## config.mk

```make
export PLATFORM = sky130hd
export DESIGN_NAME = mmuTop
export DESIGN_NICKNAME = d
export VERILOG_FILES = /design/src/rtl/mmuPkg.sv /design/src/rtl/permissionChecker.sv /design/src/rtl/tableWalker.sv /design/src/rtl/faultReporter.sv /design/src/rtl/mmuTop.sv
export SDC_FILE = /design/constraint.sdc
export NUM_CORES = 1
export LEC_CHECK = 0
export BUFFER_PORTS_ARGS = -buffer_cell sky130_fd_sc_hd__buf_4
export CAP_MARGIN = 15
export CORE_MARGIN = 2
export CORE_UTILIZATION = 51
export DETAILED_ROUTE_END_ITERATION = 6
export PLACE_DENSITY = 0.95
export SYNTH_ARGS = -nofsm -noshare
export SYNTH_HDL_FRONTEND = slang
export SYNTH_SLANG_ARGS = --single-unit
```

## constraint.sdc

```tcl
create_clock -name clk -period 9.41 [get_ports clk]
set_clock_uncertainty 0.2 [all_clocks]
set_input_delay 0.941 -clock clk [delete_from_list [all_inputs] [get_ports clk]]
set_output_delay 0.941 -clock clk [all_outputs]
set_load 0.01 [all_outputs]
```

## src/rtl/mmuPkg.sv

```systemverilog
`default_nettype none

package mmuPkg;

  localparam int addrWidth = 32;
  localparam int tableBaseWidth = 18;
  localparam int domainWidth = 4;
  localparam int domainLsb = 5;  // Domain field of a level-1 descriptor
  localparam int apWidth = 2;

  // Coprocessor register numbers
  localparam logic [3:0] cp15DomainReg = 4'd3;
  localparam logic [3:0] cp15FsrReg = 4'd5;
  localparam logic [3:0] cp15FarReg = 4'd6;

  typedef enum logic [3:0] {
    Idle,
    SectionAccess,
    CoarseFetch,
    FineFetch,
    SmallAccess,
    LargeAccess,
    TinyAccess,
    FaultFsr,
    FaultFar
  } walkState;

  // Status codes as written to the FSR
  typedef enum logic [3:0] {
    alignFault         = 4'b0001,
    translationSection = 4'b0101,
    translationPage    = 4'b0111,
    domainSection      = 4'b1001,
    domainPage         = 4'b1011,
    permissionSection  = 4'b1101,
    permissionPage     = 4'b1111,
    externalFirst      = 4'b1100,
    externalSecond     = 4'b1110
  } faultCode;

  // Level-1 names; at level 2, 01 is large, 10 small and 11 tiny
  typedef enum logic [1:0] {
    invalid = 2'b00,
    coarse  = 2'b01,
    section = 2'b10,
    fine    = 2'b11
  } descType;

  typedef struct packed {
    logic [addrWidth-1:0] addr;
    logic req;
    logic write;
    logic wordAccess;
    logic dataAccess;  // Low for an instruction fetch
    logic supMode;
  } cpuBus;

  typedef struct packed {
    logic [addrWidth-1:0] addr;
    logic req;
    logic write;
  } sysBus;

  typedef struct packed {
    logic en;
    logic [3:0] addr;
    logic [addrWidth-1:0] data;
  } cp15Write;

  typedef struct packed {
    logic enable;
    logic sBit;
    logic rBit;
  } mmuControl;

endpackage

`default_nettype wire

```

## src/rtl/permissionChecker.sv

```systemverilog
`timescale 1ns/10ps
`default_nettype none

module permissionChecker (
  input  mmuPkg::walkState state,
  input  logic [31:0] descriptor,
  input  logic [mmuPkg::addrWidth-1:0] va,
  input  logic [mmuPkg::domainWidth-1:0] domain,
  input  logic [31:0] domainAccess,
  input  logic sBit,
  input  logic rBit,
  input  logic supMode,
  input  logic write,
  output logic domainFault,
  output logic permissionFault
);

  logic [1:0] domainPerm;
  logic [1:0] subpage;
  logic [mmuPkg::apWidth-1:0] ap;
  logic apFault;
  logic inWalk;
  logic inAccess;

  assign inAccess = state inside {mmuPkg::SectionAccess, mmuPkg::SmallAccess,
                                  mmuPkg::LargeAccess, mmuPkg::TinyAccess};
  assign inWalk = inAccess || (state == mmuPkg::CoarseFetch) ||
                  (state == mmuPkg::FineFetch);

  // Two bits per domain
  assign domainPerm = domainAccess[{domain, 1'b0} +: 2];

  // Subpage index, 16KB steps for large pages and 1KB for small
  assign subpage = (state == mmuPkg::LargeAccess) ? va[15:14] : va[11:10];

  always_comb begin
    case (state)
      mmuPkg::SectionAccess: ap = descriptor[11:10];
      mmuPkg::SmallAccess, mmuPkg::LargeAccess:
        ap = descriptor[{subpage, 1'b0} + 4 +: mmuPkg::apWidth];  // ap0 sits at 5:4
      mmuPkg::TinyAccess: ap = descriptor[5:4];
      default: ap = 2'b11;
    endcase
  end

  always_comb begin
    case (ap)
      2'b00: begin
        case ({sBit, rBit})
          2'b10:   apFault = !supMode || write;  // Supervisor read only
          2'b01:   apFault = write;              // Read only for all
          default: apFault = 1'b1;
        endcase
      end
      2'b01:   apFault = !supMode;
      2'b10:   apFault = !supMode && write;  // User read only
      default: apFault = 1'b0;
    endcase
  end

  // 00 no access, 10 reserved
  assign domainFault = inWalk && !domainPerm[0];
  assign permissionFault = inAccess && (domainPerm == 2'b01) && apFault;  // Client only

endmodule

`default_nettype wire

```

## src/rtl/tableWalker.sv

```systemverilog
`timescale 1ns/10ps
`default_nettype none

module tableWalker (
  input  logic clk,
  input  logic reset,
  input  mmuPkg::cpuBus cpu,
  input  logic enable,
  input  logic [mmuPkg::tableBaseWidth-1:0] tableBase,
  input  logic [31:0] hRData,
  input  logic busReady,
  input  logic extAbort,
  input  logic domainFault,
  input  logic permissionFault,
  output mmuPkg::sysBus sys,
  output logic cpuReady,
  output mmuPkg::walkState state,
  output logic [31:0] descriptor,
  output logic [mmuPkg::domainWidth-1:0] domain,
  output logic faultStrobe,
  output mmuPkg::faultCode code
);

  mmuPkg::walkState nextState;
  mmuPkg::walkState pageState;
  mmuPkg::descType fetchedType;
  logic [mmuPkg::addrWidth-1:0] va;
  logic [mmuPkg::addrWidth-1:0] physAddr;
  logic misaligned;
  logic l1Done;
  logic l2Done;
  logic inFetch;
  logic inAccess;

  assign va = cpu.addr;
  assign fetchedType = mmuPkg::descType'(hRData[1:0]);
  assign inFetch = (state == mmuPkg::CoarseFetch) || (state == mmuPkg::FineFetch);
  assign inAccess = state inside {mmuPkg::SectionAccess, mmuPkg::SmallAccess,
                                  mmuPkg::LargeAccess, mmuPkg::TinyAccess};
  assign misaligned = cpu.wordAccess && (va[1:0] != 2'b00);
  assign l1Done = enable && (state == mmuPkg::Idle) && cpu.req && !misaligned && busReady;
  assign l2Done = inFetch && busReady;

  // Level-2 type field, same bit pattern as level 1
  always_comb begin
    case (fetchedType)
      mmuPkg::coarse: pageState = mmuPkg::LargeAccess;
      mmuPkg::fine:   pageState = mmuPkg::TinyAccess;
      default:        pageState = mmuPkg::SmallAccess;
    endcase
  end

  // Fault priority follows the order of the checks
  always_comb begin
    faultStrobe = 1'b0;
    code = mmuPkg::alignFault;
    if (enable) begin
      case (state)
        mmuPkg::Idle: begin
          if (cpu.req && misaligned) begin
            faultStrobe = 1'b1;
            code = mmuPkg::alignFault;
          end else if (l1Done && extAbort) begin
            faultStrobe = 1'b1;
            code = mmuPkg::externalFirst;
          end else if (l1Done && fetchedType == mmuPkg::invalid) begin
            faultStrobe = 1'b1;
            code = mmuPkg::translationSection;
          end
        end
        mmuPkg::CoarseFetch, mmuPkg::FineFetch: begin
          if (l2Done && extAbort) begin
            faultStrobe = 1'b1;
            code = mmuPkg::externalSecond;
          end else if (l2Done && fetchedType == mmuPkg::invalid) begin
            faultStrobe = 1'b1;
            code = mmuPkg::translationPage;
          end else if (l2Done && domainFault) begin
            faultStrobe = 1'b1;
            code = mmuPkg::domainPage;
          end
        end
        mmuPkg::SectionAccess: begin
          if (domainFault) begin
            faultStrobe = 1'b1;
            code = mmuPkg::domainSection;
          end else if (permissionFault) begin
            faultStrobe = 1'b1;
            code = mmuPkg::permissionSection;
          end
        end
        mmuPkg::SmallAccess, mmuPkg::LargeAccess, mmuPkg::TinyAccess: begin
          if (permissionFault) begin
            faultStrobe = 1'b1;
            code = mmuPkg::permissionPage;
          end
        end
        default: ;
      endcase
    end
  end

  always_comb begin
    nextState = state;
    if (!enable) begin
      nextState = mmuPkg::Idle;
    end else if (faultStrobe) begin
      nextState = mmuPkg::FaultFsr;
    end else begin
      case (state)
        mmuPkg::Idle: begin
          if (l1Done) begin
            case (fetchedType)
              mmuPkg::coarse: nextState = mmuPkg::CoarseFetch;
              mmuPkg::fine:   nextState = mmuPkg::FineFetch;
              default:        nextState = mmuPkg::SectionAccess;
            endcase
          end
        end
        mmuPkg::CoarseFetch, mmuPkg::FineFetch: begin
          if (busReady) nextState = pageState;
        end
        mmuPkg::SectionAccess, mmuPkg::SmallAccess,
        mmuPkg::LargeAccess, mmuPkg::TinyAccess: begin
          if (busReady) nextState = mmuPkg::Idle;
        end
        mmuPkg::FaultFsr: nextState = mmuPkg::FaultFar;
        default:          nextState = mmuPkg::Idle;
      endcase
    end
  end

  always_ff @(posedge clk or posedge reset) begin
    if (reset) state <= mmuPkg::Idle;
    else state <= nextState;
  end

  always_ff @(posedge clk) begin
    if (l1Done || l2Done) descriptor <= hRData;
    if (l1Done) domain <= hRData[mmuPkg::domainLsb +: mmuPkg::domainWidth];  // Kept for level 2
  end

  always_comb begin
    case (state)
      mmuPkg::Idle:          physAddr = {tableBase, va[31:20], 2'b00};
      mmuPkg::SectionAccess: physAddr = {descriptor[31:20], va[19:0]};
      mmuPkg::CoarseFetch:   physAddr = {descriptor[31:10], va[19:12], 2'b00};
      mmuPkg::FineFetch:     physAddr = {descriptor[31:12], va[19:10], 2'b00};
      mmuPkg::SmallAccess:   physAddr = {descriptor[31:12], va[11:0]};
      mmuPkg::LargeAccess:   physAddr = {descriptor[31:16], va[15:0]};
      mmuPkg::TinyAccess:    physAddr = {descriptor[31:10], va[9:0]};
      default:               physAddr = va;
    endcase
  end

  // Fetches stay requested until completion, even when they fault
  assign sys.addr = physAddr;
  assign sys.req = enable && (((state == mmuPkg::Idle) && cpu.req && !misaligned) ||
                              inFetch || (inAccess && !faultStrobe));
  assign sys.write = enable && inAccess && !faultStrobe && cpu.write;
  assign cpuReady = inAccess && busReady && !faultStrobe;

endmodule

`default_nettype wire

```

## src/rtl/faultReporter.sv

```systemverilog
`timescale 1ns/10ps
`default_nettype none

module faultReporter (
  input  logic clk,
  input  logic reset,
  input  logic faultStrobe,
  input  mmuPkg::faultCode code,
  input  logic [mmuPkg::domainWidth-1:0] domain,
  input  logic [mmuPkg::addrWidth-1:0] va,
  input  logic dataAccess,
  output logic dataAbort,
  output logic prefetchAbort,
  output mmuPkg::cp15Write cp15
);

  mmuPkg::faultCode savedCode;
  logic [mmuPkg::domainWidth-1:0] savedDomain;
  logic [mmuPkg::addrWidth-1:0] savedVa;
  logic [1:0] step;
  logic [mmuPkg::addrWidth-1:0] fsrValue;

  assign dataAbort = faultStrobe && dataAccess;
  assign prefetchAbort = faultStrobe && !dataAccess;

  // Bit 0 FSR cycle, bit 1 FAR cycle
  always_ff @(posedge clk or posedge reset) begin
    if (reset) begin
      step <= 2'b00;
    end else begin
      step <= {step[0], faultStrobe};
    end
  end

  always_ff @(posedge clk) begin
    if (faultStrobe) begin
      savedCode <= code;
      savedDomain <= domain;
      savedVa <= va;  // Virtual address of the faulting access
    end
  end

  assign fsrValue = {{(mmuPkg::addrWidth - mmuPkg::domainWidth - 4){1'b0}},
                     savedDomain, savedCode};

  always_comb begin
    cp15.en = |step;
    cp15.addr = mmuPkg::cp15DomainReg;  // Domain register selected when idle
    cp15.data = '0;
    if (step[0]) begin
      cp15.addr = mmuPkg::cp15FsrReg;
      cp15.data = fsrValue;
    end else if (step[1]) begin
      cp15.addr = mmuPkg::cp15FarReg;
      cp15.data = savedVa;
    end
  end

endmodule

`default_nettype wire

```

## src/rtl/mmuTop.sv

```systemverilog
`timescale 1ns/10ps
`default_nettype none

module mmuTop (
  input  logic clk,
  input  logic reset,
  input  mmuPkg::cpuBus cpu,
  input  mmuPkg::mmuControl control,
  input  logic [mmuPkg::tableBaseWidth-1:0] tableBase,
  input  logic [31:0] domainAccess,
  input  logic [31:0] hRData,
  input  logic busReady,
  input  logic extAbort,
  output mmuPkg::sysBus sys,
  output logic cpuReady,
  output mmuPkg::cp15Write cp15,
  output logic dataAbort,
  output logic prefetchAbort
);

  mmuPkg::sysBus walkSys;
  logic walkReady;
  mmuPkg::walkState state;
  logic [31:0] descriptor;
  logic [mmuPkg::domainWidth-1:0] domain;
  logic domainFault;
  logic permissionFault;
  logic faultStrobe;
  mmuPkg::faultCode code;

  tableWalker u_tableWalker (
    .clk(clk), .reset(reset), .cpu(cpu), .enable(control.enable),
    .tableBase(tableBase), .hRData(hRData), .busReady(busReady),
    .extAbort(extAbort), .domainFault(domainFault),
    .permissionFault(permissionFault), .sys(walkSys), .cpuReady(walkReady),
    .state(state), .descriptor(descriptor), .domain(domain),
    .faultStrobe(faultStrobe), .code(code)
  );

  permissionChecker u_permissionChecker (
    .state(state), .descriptor(descriptor), .va(cpu.addr), .domain(domain),
    .domainAccess(domainAccess), .sBit(control.sBit), .rBit(control.rBit),
    .supMode(cpu.supMode), .write(cpu.write),
    .domainFault(domainFault), .permissionFault(permissionFault)
  );

  faultReporter u_faultReporter (
    .clk(clk), .reset(reset), .faultStrobe(faultStrobe), .code(code),
    .domain(domain), .va(cpu.addr), .dataAccess(cpu.dataAccess),
    .dataAbort(dataAbort), .prefetchAbort(prefetchAbort), .cp15(cp15)
  );

  // MMU off: processor drives the system bus directly
  always_comb begin
    if (control.enable) begin
      sys = walkSys;
      cpuReady = walkReady;
    end else begin
      sys.addr = cpu.addr;
      sys.req = cpu.req;
      sys.write = cpu.write;
      cpuReady = busReady;
    end
  end

endmodule

`default_nettype wire

```

==> metrics.md, run 1 <==
| Metric | Value |
|---|---|
| Fraction of final layout cells sized beyond drive strength 1 | ~41% |
| Sequential share of the synthesized area | between 50% and 60% |
| Syn Nets | about 540 |
| Setup repair after global routing missed its margin | false |
| Register Area | between 2000 and 2500 um^2 |
| Clock network power share | between 10% and 20% |
| Area of the core | around 8600 um^2 |
| Largest net degree at the start of global routing | 53 |
| Status | completed |
| Tcrit/Tclk final | 59.6% |
| Initial DRC count | 302 |
| I/O Pins | 200 |
| CTS tree | built |
| Critical path class | register to output port |
| CP Max Fanout | 32 |
| Leak pwr | between 2 and 3 nW |
| Post-CTS Hold Fix Bufs | 0 |
| Crit-path max cell delay | 0.91 ns |
| HP Class | input pin to asynchronous set/reset pin |
| Pint | 0.950 mW |
| Placed cells | 690 |
| Largest family of logic cells by synthesized area | compound AO/OA/AOI/OAI gates |
| Met2 Usage GRT | between 40 and 50% |
| Slew at the pin closest to its max-slew limit | 1.15 ns |
| Critical Path, Cell by Cell | or4_1, nor3_2, a21o_1, o21ai_1, nand3_1, nor2_1, nor4_1, buf_4 |
| Grt met3 use | under 10% |
| Congestion Overflow GR | 0 |
| Crit path DAT | between 4 and 5 ns |
| Switching fraction of total power | approximately two fifths |
| Synth warn | 0 |
| Final setup fails | 0 |
| PwrDens | between 200 and 300 nW/um^2 |
| # nets final | ~720 |
| Setup ws final | 3.80 ns |
| Vias in the first global route | ~4k |
| Post-DP Area | about 6000 um^2 |
| ANT nets after route | 0 |
| Maximum root-to-sink buffer count | 2 |
| Final hold vios | 0 |
| CP top delay family | simple AND/OR/NAND/NOR gates |
| Complex-gate fraction of the synthesized area | 17.5% |
| Tmin final | approximately 5.6 ns |
| Clk Tree Root Cell | clkbuf_8 |
| Layout area overhead | 39.2% |
| CTS H-tree depth | 3 |
| Most common flop cell mapped by yosys | edfxtp_1 |
| Vias/cell | around 6.0 |
| Peak Freq | between 150 and 200 MHz |
| Post-synthesis simple-gate area fraction | about 16% |
| Drt total wl | roughly 13000 um |
| Fin. max-slew vios | 0 |
| Post-CTS Setup Bufs | 0 |
| Dpl ws | ~4.2 ns |
| HPWL Detailed | between 10000 and 15000 um |
| Clock Sinks | 78 |
| Synth Register Bits | 78 |
| DRC | 0 |
| Number of max-cap violations | 0 |
| Number of synthesized flops with an enable pin | a little over 70 |
| I/O Buffers | between 150 and 200 |
| Initial antenna violation count | 0 |
| Combinational share of power | ~50% |
| Synthesized cell area | 4450 um^2 |
| Pre-antenna DRT Iters | 5 |
| Synth Area per Inst | around 11 um^2 |
| Total Routing Usage GR | 28.2% |
| GR peak layer | met2 |
| Headroom to the max-slew limit | a little under a quarter |
| Non-Filler Instances | between 700 and 800 |
| Worst Path Required | 8.27 ns |
| CP Capture Type | output port |
| Antenna Cells | 0 |
| Worst IR drop on VDD | 0.138 mV |
| Reg2reg path depth | 8 |
| Clk pin slew, worst setup/hold paths | around 0.080 ns |
| RR Startpoint | u_tableWalker.state[0] |
| Starting Density | 51.8% |
| Cells after synthesis | 410 |
| Die height | about 100 um |
| WHS | between 0.3 and 0.4 ns |
| Drt wl/cell | about 19 um |
| Via count | 4224 |
| Slowest cell on crit path | a21o_1 |
| Final TNS setup | 0 ns |
| Unique masters post-synth | 55 |
| Synth Area in Adders | less than 1% |
| Mux share of post-synthesis cell area | about a tenth |
| FP Rows | 34 |
| Footprint of the multi-input gates | 1990 um^2 |
| Die Width | between 90 and 100 um |
| Worst r2r dst | u_faultReporter.savedVa[10] |
| Critical path buffer and inverter count | 1 |
| Register share of total power | between 30 and 40% |
| Layout filler cell count | about 600 |
| R2R Setup Slk | 4.56 ns |
| Global Route met1 Usage | around 36% |
| Gpl congestion | between 0.9 and 1 |
| Post-synthesis xor/xnor area fraction | 0.197% |
| Critical Path Start Type | register |
| Total CTS buffers | 9 |
| Global-route wire length before repair | 21200 um |
| Clk_lat worst skew | between 0.3 and 0.4 ns |
| P_sw | 0.624 mW |
| Post-route cell area | 6200 um^2 |
| Synth async-reset ratio | roughly 7.7% |
| Die ar. | 9490 um^2 |
| Post-CTS sizing | 0 |
[how the worst max path moves through the flow]
stage                     cells past startpoint                    from                            to  slack (ns)
final                                         8  u_tableWalker.state[0]                     dataAbort        3.80
after global routing                          8  u_tableWalker.state[0]                 prefetchAbort        3.44
after CTS                                     8  u_tableWalker.state[0]                     dataAbort        3.76
after detailed placement                      8  u_tableWalker.state[0]                     dataAbort        4.16
after global placement                        8  u_tableWalker.state[0]                 prefetchAbort        4.38
after floorplan                               8              control[2]  u_faultReporter.savedCode[0]        3.10
[flip-flops by register name, indices dropped and copies added, names as in the netlist]
signal / count
u_faultReporter.step: 2
u_tableWalker.descriptor: 28
u_tableWalker.state: 4
u_tableWalker.domain: 4
u_faultReporter.savedDomain: 4
u_faultReporter.savedCode: 4
u_faultReporter.savedVa: 32
[cell usage in the layout, fill, tap and decap left out, types with 4 or more instances in the layout]
| cell | count |
|---|---|
| nor2b_1 | 4 |
| mux4_2 | 8 |
| a31oi_1 | 5 |
| nor2_1 | 18 |
| dfrtp_1 | 6 |
| a21oi_1 | 18 |
| nand2_1 | 42 |
| and2_1 | 26 |
| mux2_2 | 12 |
| a22oi_1 | 28 |
| nor3_1 | 7 |
| inv_1 | 11 |
| a22o_1 | 7 |
| and3_1 | 4 |
| mux2i_1 | 8 |
| o22ai_1 | 4 |
| nand3_1 | 12 |
| o21ai_0 | 41 |
| clkbuf_8 | 9 |
| edfxtp_1 | 72 |
| buf_4 | 201 |
[worst register-to-register path, cell delays in order, from the launching register on]
cell and delay, ns:
dfrtp_1 0.77, or4_1 0.80, nor3_2 0.50, a21o_1 0.91
o21ai_1 0.23, nand3_1 0.23, nor2_1 0.17, nor3_2 0.22
buf_4 0.45
[through the flow]
step	total power [mW]	utilization [%]
2_1_floorplan	0.982	-
3_3_place_gp	1.26	69.6
3_5_place_dp	1.29	69.6
4_1_cts	1.57	72.1
5_1_grt	1.67	72.1
6_report	1.57	72.1
[cells by family after synthesis]
| kind of cell | count (synthesis) |
|---|---|
| and+or+nand+nor | 137 |
| adders and majority gates | 2 |
| buffers and inverters | 40 |
| muxes | 30 |
| DFF | 78 |
| other | 1 |
| AOI/OAI and AO/OA | 121 |
| xor gates and xnor gates | 1 |
[power by group through the flow]
stage | registers (mW) | clock network (mW) | logic, mW
finish | 0.516 | 0.277 | 0.782
CTS | 0.514 | 0.276 | 0.776
floorplan | 0.478 | 0 | 0.504
global route | 0.525 | 0.295 | 0.846
detailed placement | 0.522 | 0 | 0.768
global placement | 0.518 | 0 | 0.743
[synthesized netlist by cell type (all sizes together) (2+ instances only)]
library cell / instances / share of area [%]
mux2: 12 / 3.0
and2: 26 / 3.7
a22o: 7 / 1.4
nor2b: 5 / 0.70
buf: 6 / 0.87
nor3b: 3 / 0.62
a22oi: 28 / 4.7
or2: 2 / 0.28
inv: 11 / 0.93
a21oi: 18 / 2.0
a31oi: 5 / 0.70
o21bai: 3 / 0.51
nand2b: 3 / 0.42
o22ai: 4 / 0.56
a211oi: 2 / 0.62
edfxtp: 72 / 49
dfrtp: 6 / 3.4
nor3: 9 / 1.1
a21o: 2 / 0.34
and3: 4 / 0.56
nand2: 42 / 3.5
nor4: 4 / 0.56
or4: 2 / 0.42
mux2i: 10 / 2.8
ha: 2 / 0.56
o21ai: 42 / 4.7
mux4: 8 / 4.0
o31ai: 3 / 0.51
nand3: 12 / 1.3
nand4: 2 / 0.28
nor2: 18 / 1.5
clkbuf: 23 / 1.9
[metal layers]
metal / vias up / routed length (um)
met1: 2004 / 5150
met3: 45 / 1020
met2: 264 / 6890
met5: - / 0
li1: 1911 / -
met4: 0 / 419
[cell type report]
type / instances / area share [%]
inverter: 11 / 0.666
sequential: 78 / 37.3
clock inverter: 6 / 1.37
timing repair buffer: 201 / 24.3
clock buffer: 10 / 2.06
multi-input combinational: 292 / 32.1
tap: 108 / 2.18
No activity file was read; power rests on OpenSTA's default activity.
==> inputs of run 2 (changes only) <==
- CORE_UTILIZATION: 51 -> 43
- PLACE_DENSITY: 0.95 -> 0.87
- clock period: 9.41 -> 5.06 ns (I/O delays scaled with it)
==> run 2 against run 1 <==
Net effect:
- non-clock buffer count grew 3
- die area grew 18%
- setup slack got worse by 3.1 ns
- total power is 90% higher
- largest power group unchanged
- clock power up 110%
- sequential share of layout area fell by 0.59 points
==> metrics.md, run 2 (same netlist as run 1, synthesis figures left out) <==
| Metric | Value |
|---|---|
| Peak Freq | ~230 MHz |
| CP startpoint | u_tableWalker.state[0] |
| HPWL Detailed | 10300 um (+1.7%) |
| Pre-antenna DRT Iters | 5 (unchanged) |
| Worst Path Required | 4.35 ns (-3.92 ns) |
| Starting Density | 43.7% (-8.1 points) |
| Tmin final | around 4.4 ns |
| Largest registers | u_faultReporter.savedVa (32), u_tableWalker.descriptor (28) |
| Crit path DAT | 3.67 ns (-0.80 ns) |
| Commonest cells after routing, fill and taps aside | buf_4, edfxtp_1, nand2_1, o21ai_0, a22oi_1 |
| Vias/cell | 5.62 (-6.1%) |
| I/O Buffers | 196 (unchanged) |
| Die height | 106 um (+8.5%) |
| CP top delay family | flip-flops |
| Status | completed |
| Clock Sinks | 78 (unchanged) |
| Critical Path Start Type | register |
| Critical path class | register to output port |
| Drt wl/cell | 18.4 um (-3.5%) |
| DRC | 0 (unchanged) |
| Tcrit/Tclk final | roughly 87% |
| Clk Tree Root Cell | clkbuf_8 |
| I/O Pins | 200 (unchanged) |
| Slowest cell on crit path | dfrtp_1 |
| FP Rows | 37 (+8.8%) |
| Most common cell after layout, fill and taps aside | buf_4 |
| HP Class | input pin to register |
| Via count | 4141 (-2.0%) |
| Antenna Cells | 0 (unchanged) |
| Leak pwr | 2.64 nW (+1.3%) |
| Reg2reg path depth | 8 (unchanged) |
| Worst Setup EP | dataAbort |
| Vias in the first global route | 4069 (-1.3%) |
| Final setup fails | 0 (unchanged) |
| CTS tree | built |
| Congestion Overflow GR | 0 (unchanged) |
| Total CTS buffers | 9 (unchanged) |
| CP dominant cell by count | mux2i_4 |
| CP Capture Type | output port |
| Clk pin slew, worst setup/hold paths | 0.09 ns (about the same) |
| ANT nets after route | 0 (unchanged) |
| Layout area overhead | 41.4% |
| Final TNS setup | 0 ns (unchanged) |
| Slew at the pin closest to its max-slew limit | 1.04 ns (-0.112 ns) |
| Crit-path max cell delay | 1.03 ns (+0.12 ns) |
| Fin. max-slew vios | 0 (unchanged) |
| Die ar. | 11200 um^2 (+18%) |
| RR Startpoint | u_tableWalker.state[0] |
| Number of max-cap violations | 0 (unchanged) |
| Max reg flops | 32 (unchanged) |
| Final hold vios | 0 (unchanged) |
| Worst r2r dst | u_faultReporter.savedVa[11] |
| Maximum root-to-sink buffer count | 2 (unchanged) |
| CP Max Fanout | 32 (unchanged) |
| Post-DP Area | 6040 um^2 (+0.90%) |
| Critical Path, Cell by Cell | and4bb_4, mux2i_4, mux2i_1, or4_4, mux2i_4, a211oi_4, nor4_1, buf_4 |
| Critical path buffer and inverter count | 1 (unchanged) |
| PwrDens | 474 nW/um^2 (+87%) |
| Fraction of final layout cells sized beyond drive strength 1 | 41.6% (+0.13 points) |
| Initial antenna violation count | 0 (unchanged) |
| Levels on crit path | 8 (unchanged) |
| Largest net degree at the start of global routing | 53 (unchanged) |
| R2R Setup Slk | 1.13 ns (-3.43 ns) |
| Initial DRC count | 433 (+43%) |
| Hold Startpoint | hRData[15] |
| Global-route wire length before repair | 20800 um (-1.9%) |
| Worst IR drop on VDD | 0.227 mV (+65%) |
| Post-CTS sizing | 0 (unchanged) |
| Total Routing Usage GR | 24.0% (-4.2 points) |
| CTS H-tree depth | 3 (unchanged) |
| Largest Register | u_faultReporter.savedVa |
| Die Width | 106 um (+8.5%) |
| Area of the core | 10200 um^2 (+19%) |
| Gpl congestion | 0.940 (-0.67%) |
| Post-route cell area | 6300 um^2 (+1.6%) |
| Headroom to the max-slew limit | 30.8% (+7.5 points) |
| Clk_lat worst skew | 0.35 ns (about the same) |
| Layout filler cell count | 853 (+38%) |
| Setup repair after global routing missed its margin | false |
| Drt total wl | 13600 um (+0.74%) |
| Worst Hold Path Cells | 1 |
| # nets final | 724 (+0.42%) |
run 2: changes by cell type in the layout (fill, tap and decap cells not counted):
cell and change:
buf_4 +2, bufinv_16 +1, clkbuf_8 +1, clkinv_1 -1
clkinv_2 -1, clkinv_4 +1, dlygate4sd3_1 +1, inv_6 -1
nor2b_1 +1, nor2b_2 -1, nor3_2 -1, nor3_4 +1
run 2: power by group:
group | switching [mW] | internal, mW | leakage [nW]
clock network | 0.238 | 0.342 | 0.120
logic | 0.794 | 0.653 | 1.78
registers | 0.115 | 0.842 | 0.737
total | 1.15 | 1.84 | 2.64
run 2: how the worst min path moves through the flow:
stage,slack [ns],to
after floorplan,0.1,u_faultReporter.step[0]
after global placement,0.25,u_faultReporter.step[1]
after detailed placement,0.27,u_faultReporter.step[1]
after CTS,0.11,u_tableWalker.descriptor[15]
after global routing,0.10,u_tableWalker.descriptor[16]
final,0.12,u_tableWalker.descriptor[15]
run 2: layout make-up:
class                   instances  area (um^2)  share of cell area, %
well taps                     136          170                   2.70
flip-flops and latches         78         2310                   36.7
clock inverters                 5          106                   1.69
multi-input cells             292         1990                   31.6
inverters                      11         41.3                  0.656
clock buffers                  11          141                   2.25
repair buffers                204         1530                   24.4
run 2: timing repair:
item	in CTS	in global routing
hold buffers	1	0
endpoints found under the hold margin	6	0
setup buffers	0	0
run 2: layer usage:
metal	wire [um]	global-route usage, %	vias to the layer above
met5	0	0	-
met4	333	10.5	0
met2	6900	40.3	212
li1	-	-	1925
met3	998	4.82	26
met1	5350	30.2	1978
run 2: stage by stage:
stage	hold slack, ns	power (mW)	util, %	setup WS (ns)	cells
after global routing	0.102	3.15	61.8	0.523	737
after global placement	0.251	2.36	59.3	1.16	720
final	0.116	2.98	61.8	0.680	737
after floorplan	0.0970	1.83	-	0.0873	410
after detailed placement	0.270	2.40	59.3	1.07	720
after CTS	0.108	2.98	61.8	0.701	737
==> inputs of run 3 (changes only) <==
- RECOVER_POWER: not set -> 50
==> run 3 against run 2 <==
Net effect:
- sequential share of layout area increased by 1.2 points
- largest power group unchanged
- highest routed layer unchanged
- wire length increased by 0.15%
- combinational power decreased by 3%
- critical endpoint unchanged
- sequential power about the same
==> metrics.md, run 3 (same netlist as run 1, synthesis figures left out) <==
| Metric | Value |
|---|---|
| Worst Path Required | 4.35 ns (about the same) |
| RR Startpoint | u_tableWalker.state[0] |
| Post-CTS sizing | 0 (unchanged) |
| Initial DRC count | 443 (+2.3%) |
| Tcrit/Tclk final | 88.0% (+1.4 points) |
| Largest net degree at the start of global routing | 53 (unchanged) |
| Vias in the first global route | 4069 (unchanged) |
| Final TNS setup | 0 ns (unchanged) |
| Maximum root-to-sink buffer count | 2 (unchanged) |
| Dpl ws | 1.07 ns (unchanged) |
| Hold Startpoint | hRData[15] |
| Headroom to the max-slew limit | 29.8% (-1.0 points) |
| CP startpoint | u_tableWalker.state[0] |
| Gpl congestion | 0.940 (unchanged) |
| Setup repair after global routing missed its margin | false |
| Number of max-cap violations | 0 (unchanged) |
| Vias/cell | 5.62 (about the same) |
| I/O Pins | 200 (unchanged) |
| Die ar. | 11200 um^2 (unchanged) |
| Register share of total power | 32.6% (+0.5 points) |
| Layout area overhead | 37.0% |
| Congestion Overflow GR | 0 (unchanged) |
| Crit path DAT | 3.74 ns (+0.07 ns) |
| Largest registers | u_faultReporter.savedVa (32), u_tableWalker.descriptor (28) |
| Critical path class | register to output port |
| Most common cell after layout, fill and taps aside | buf_4 |
| Global-route wire length before repair | 20800 um (unchanged) |
| CP Max Fanout | 32 (unchanged) |
| Area of the core | 10200 um^2 (unchanged) |
| Slew at the pin closest to its max-slew limit | 1.05 ns (+0.0155 ns) |
| Commonest cells after routing, fill and taps aside | buf_4, edfxtp_1, clkbuf_1, nand2_1, o21ai_0 |
| Drt wl/cell | 18.4 um (+0.15%) |
| Clk_lat worst skew | 0.35 ns (about the same) |
| Clk Tree Root Cell | clkbuf_8 |
| Fraction of final layout cells sized beyond drive strength 1 | 32.9% (-8.7 points) |
| Layout filler cell count | 902 (+5.7%) |
| CP Capture Type | output port |
| P_sw | 1.15 mW (about the same) |
| Total CTS buffers | 9 (unchanged) |
| Switching fraction of total power | 39.0% (+0.60 points) |
| Total Routing Usage GR | 24.0% (unchanged) |
| Fin. max-slew vios | 0 (unchanged) |
| Drt total wl | 13600 um (+0.15%) |
| Leak pwr | 2.42 nW (-8.2%) |
| Die Width | 106 um (unchanged) |
| Max reg flops | 32 (unchanged) |
| PwrDens | 482 nW/um^2 (+1.7%) |
| Critical Path Start Type | register |
| Pre-antenna DRT Iters | 5 (unchanged) |
| Tmin final | 4.45 ns (+0.0710 ns) |
| Antenna Cells | 0 (unchanged) |
| # nets final | 724 (unchanged) |
| Status | completed |
| Peak Freq | 225 MHz (-1.6%) |
| Clock network power share | 19.7% (+0.3 points) |
| HP Class | input pin to register |
| Via count | 4140 (-0.024%) |
| HPWL Detailed | 10300 um (unchanged) |
| Largest Register | u_faultReporter.savedVa |
| ANT nets after route | 0 (unchanged) |
| Final hold vios | 0 (unchanged) |
| Combinational share of power | 47.7% (-0.8 points) |
| Clk pin slew, worst setup/hold paths | 0.09 ns (about the same) |
| I/O Buffers | 196 (unchanged) |
| Final setup fails | 0 (unchanged) |
| Worst IR drop on VDD | 0.226 mV (-0.36%) |
| Clock Sinks | 78 (unchanged) |
| FP Rows | 37 (unchanged) |
| Starting Density | 43.7% (unchanged) |
| Die height | 106 um (unchanged) |
| Initial antenna violation count | 0 (unchanged) |
| CTS H-tree depth | 3 (unchanged) |
| Setup ws final | 0.609 ns (-0.0710 ns) |
| DRC | 0 (unchanged) |
| CTS tree | built |
| Pint | 1.79 mW (-2.4%) |
[run 3: final timing paths]
check                      slack (ns)                            to  cells past startpoint
min in group asynchronous        0.45       u_faultReporter.step[1]                      3
hold reg to reg                  0.41       u_faultReporter.step[1]                      0
hold / removal                   0.14  u_tableWalker.descriptor[15]                      1
max in group asynchronous        3.98        u_tableWalker.state[0]                      3
setup / recovery                 0.61                     dataAbort                      8
setup reg to reg                 0.97   u_faultReporter.savedVa[11]                      8
[run 3: critical path, cell delays in order (launching register included)]
cell and delay [ns]:
dfrtp_1 0.77, or4_1 0.78, nor3_1 0.70, a21o_1 0.16
o21ai_1 0.09, nand3_1 0.18, nor2_1 0.18, nor4_1 0.35
buf_4 0.18
[run 3: what timing repair did]
item,in CTS,in global routing
setup endpoints to repair,0,0
buffers inserted,0,0
endpoints found under the hold margin,6,0
hold buffers,1,0
[run 3: through the flow]
stage	power [mW]	hold WS (ns)	cells	instance area (um^2)	util, %
after CTS	2.98	0.108	737	6300	61.8
after floorplan	1.83	0.0970	410	4460	-
after global placement	2.36	0.251	720	6040	59.3
final	2.94	0.138	737	6100	59.9
after detailed placement	2.40	0.270	720	6040	59.3
after global routing	3.11	0.125	737	6100	59.9
[run 3: power groups by stage]
stage	clock network [mW]	logic [mW]	registers (mW)
finish	0.580	1.40	0.958
global route	0.608	1.52	0.973
CTS	0.583	1.44	0.954
detailed placement	0	1.43	0.968
global placement	0	1.40	0.960
floorplan	0	0.940	0.886
[run 3: final cells by class]
cell class	instances	area [um^2]	share of cell area, %
flip-flops and latches	78	2310	37.9
inverters	11	41.3	0.677
clock inverters	5	106	1.74
clock buffers	11	141	2.32
multi-input cells	292	1990	32.6
repair buffers	204	1340	22.0
well taps	136	170	2.79
[run 3: routing by layer]
layer / GRT usage (%) / part of all wire [%] / vias to the layer above
met4: 10.5 / 2.9 / 0
met3: 4.82 / 7.7 / 37
met1: 30.2 / 39 / 1974
li1: - / - / 1927
met5: 0 / 0 / -
met2: 40.3 / 50 / 202
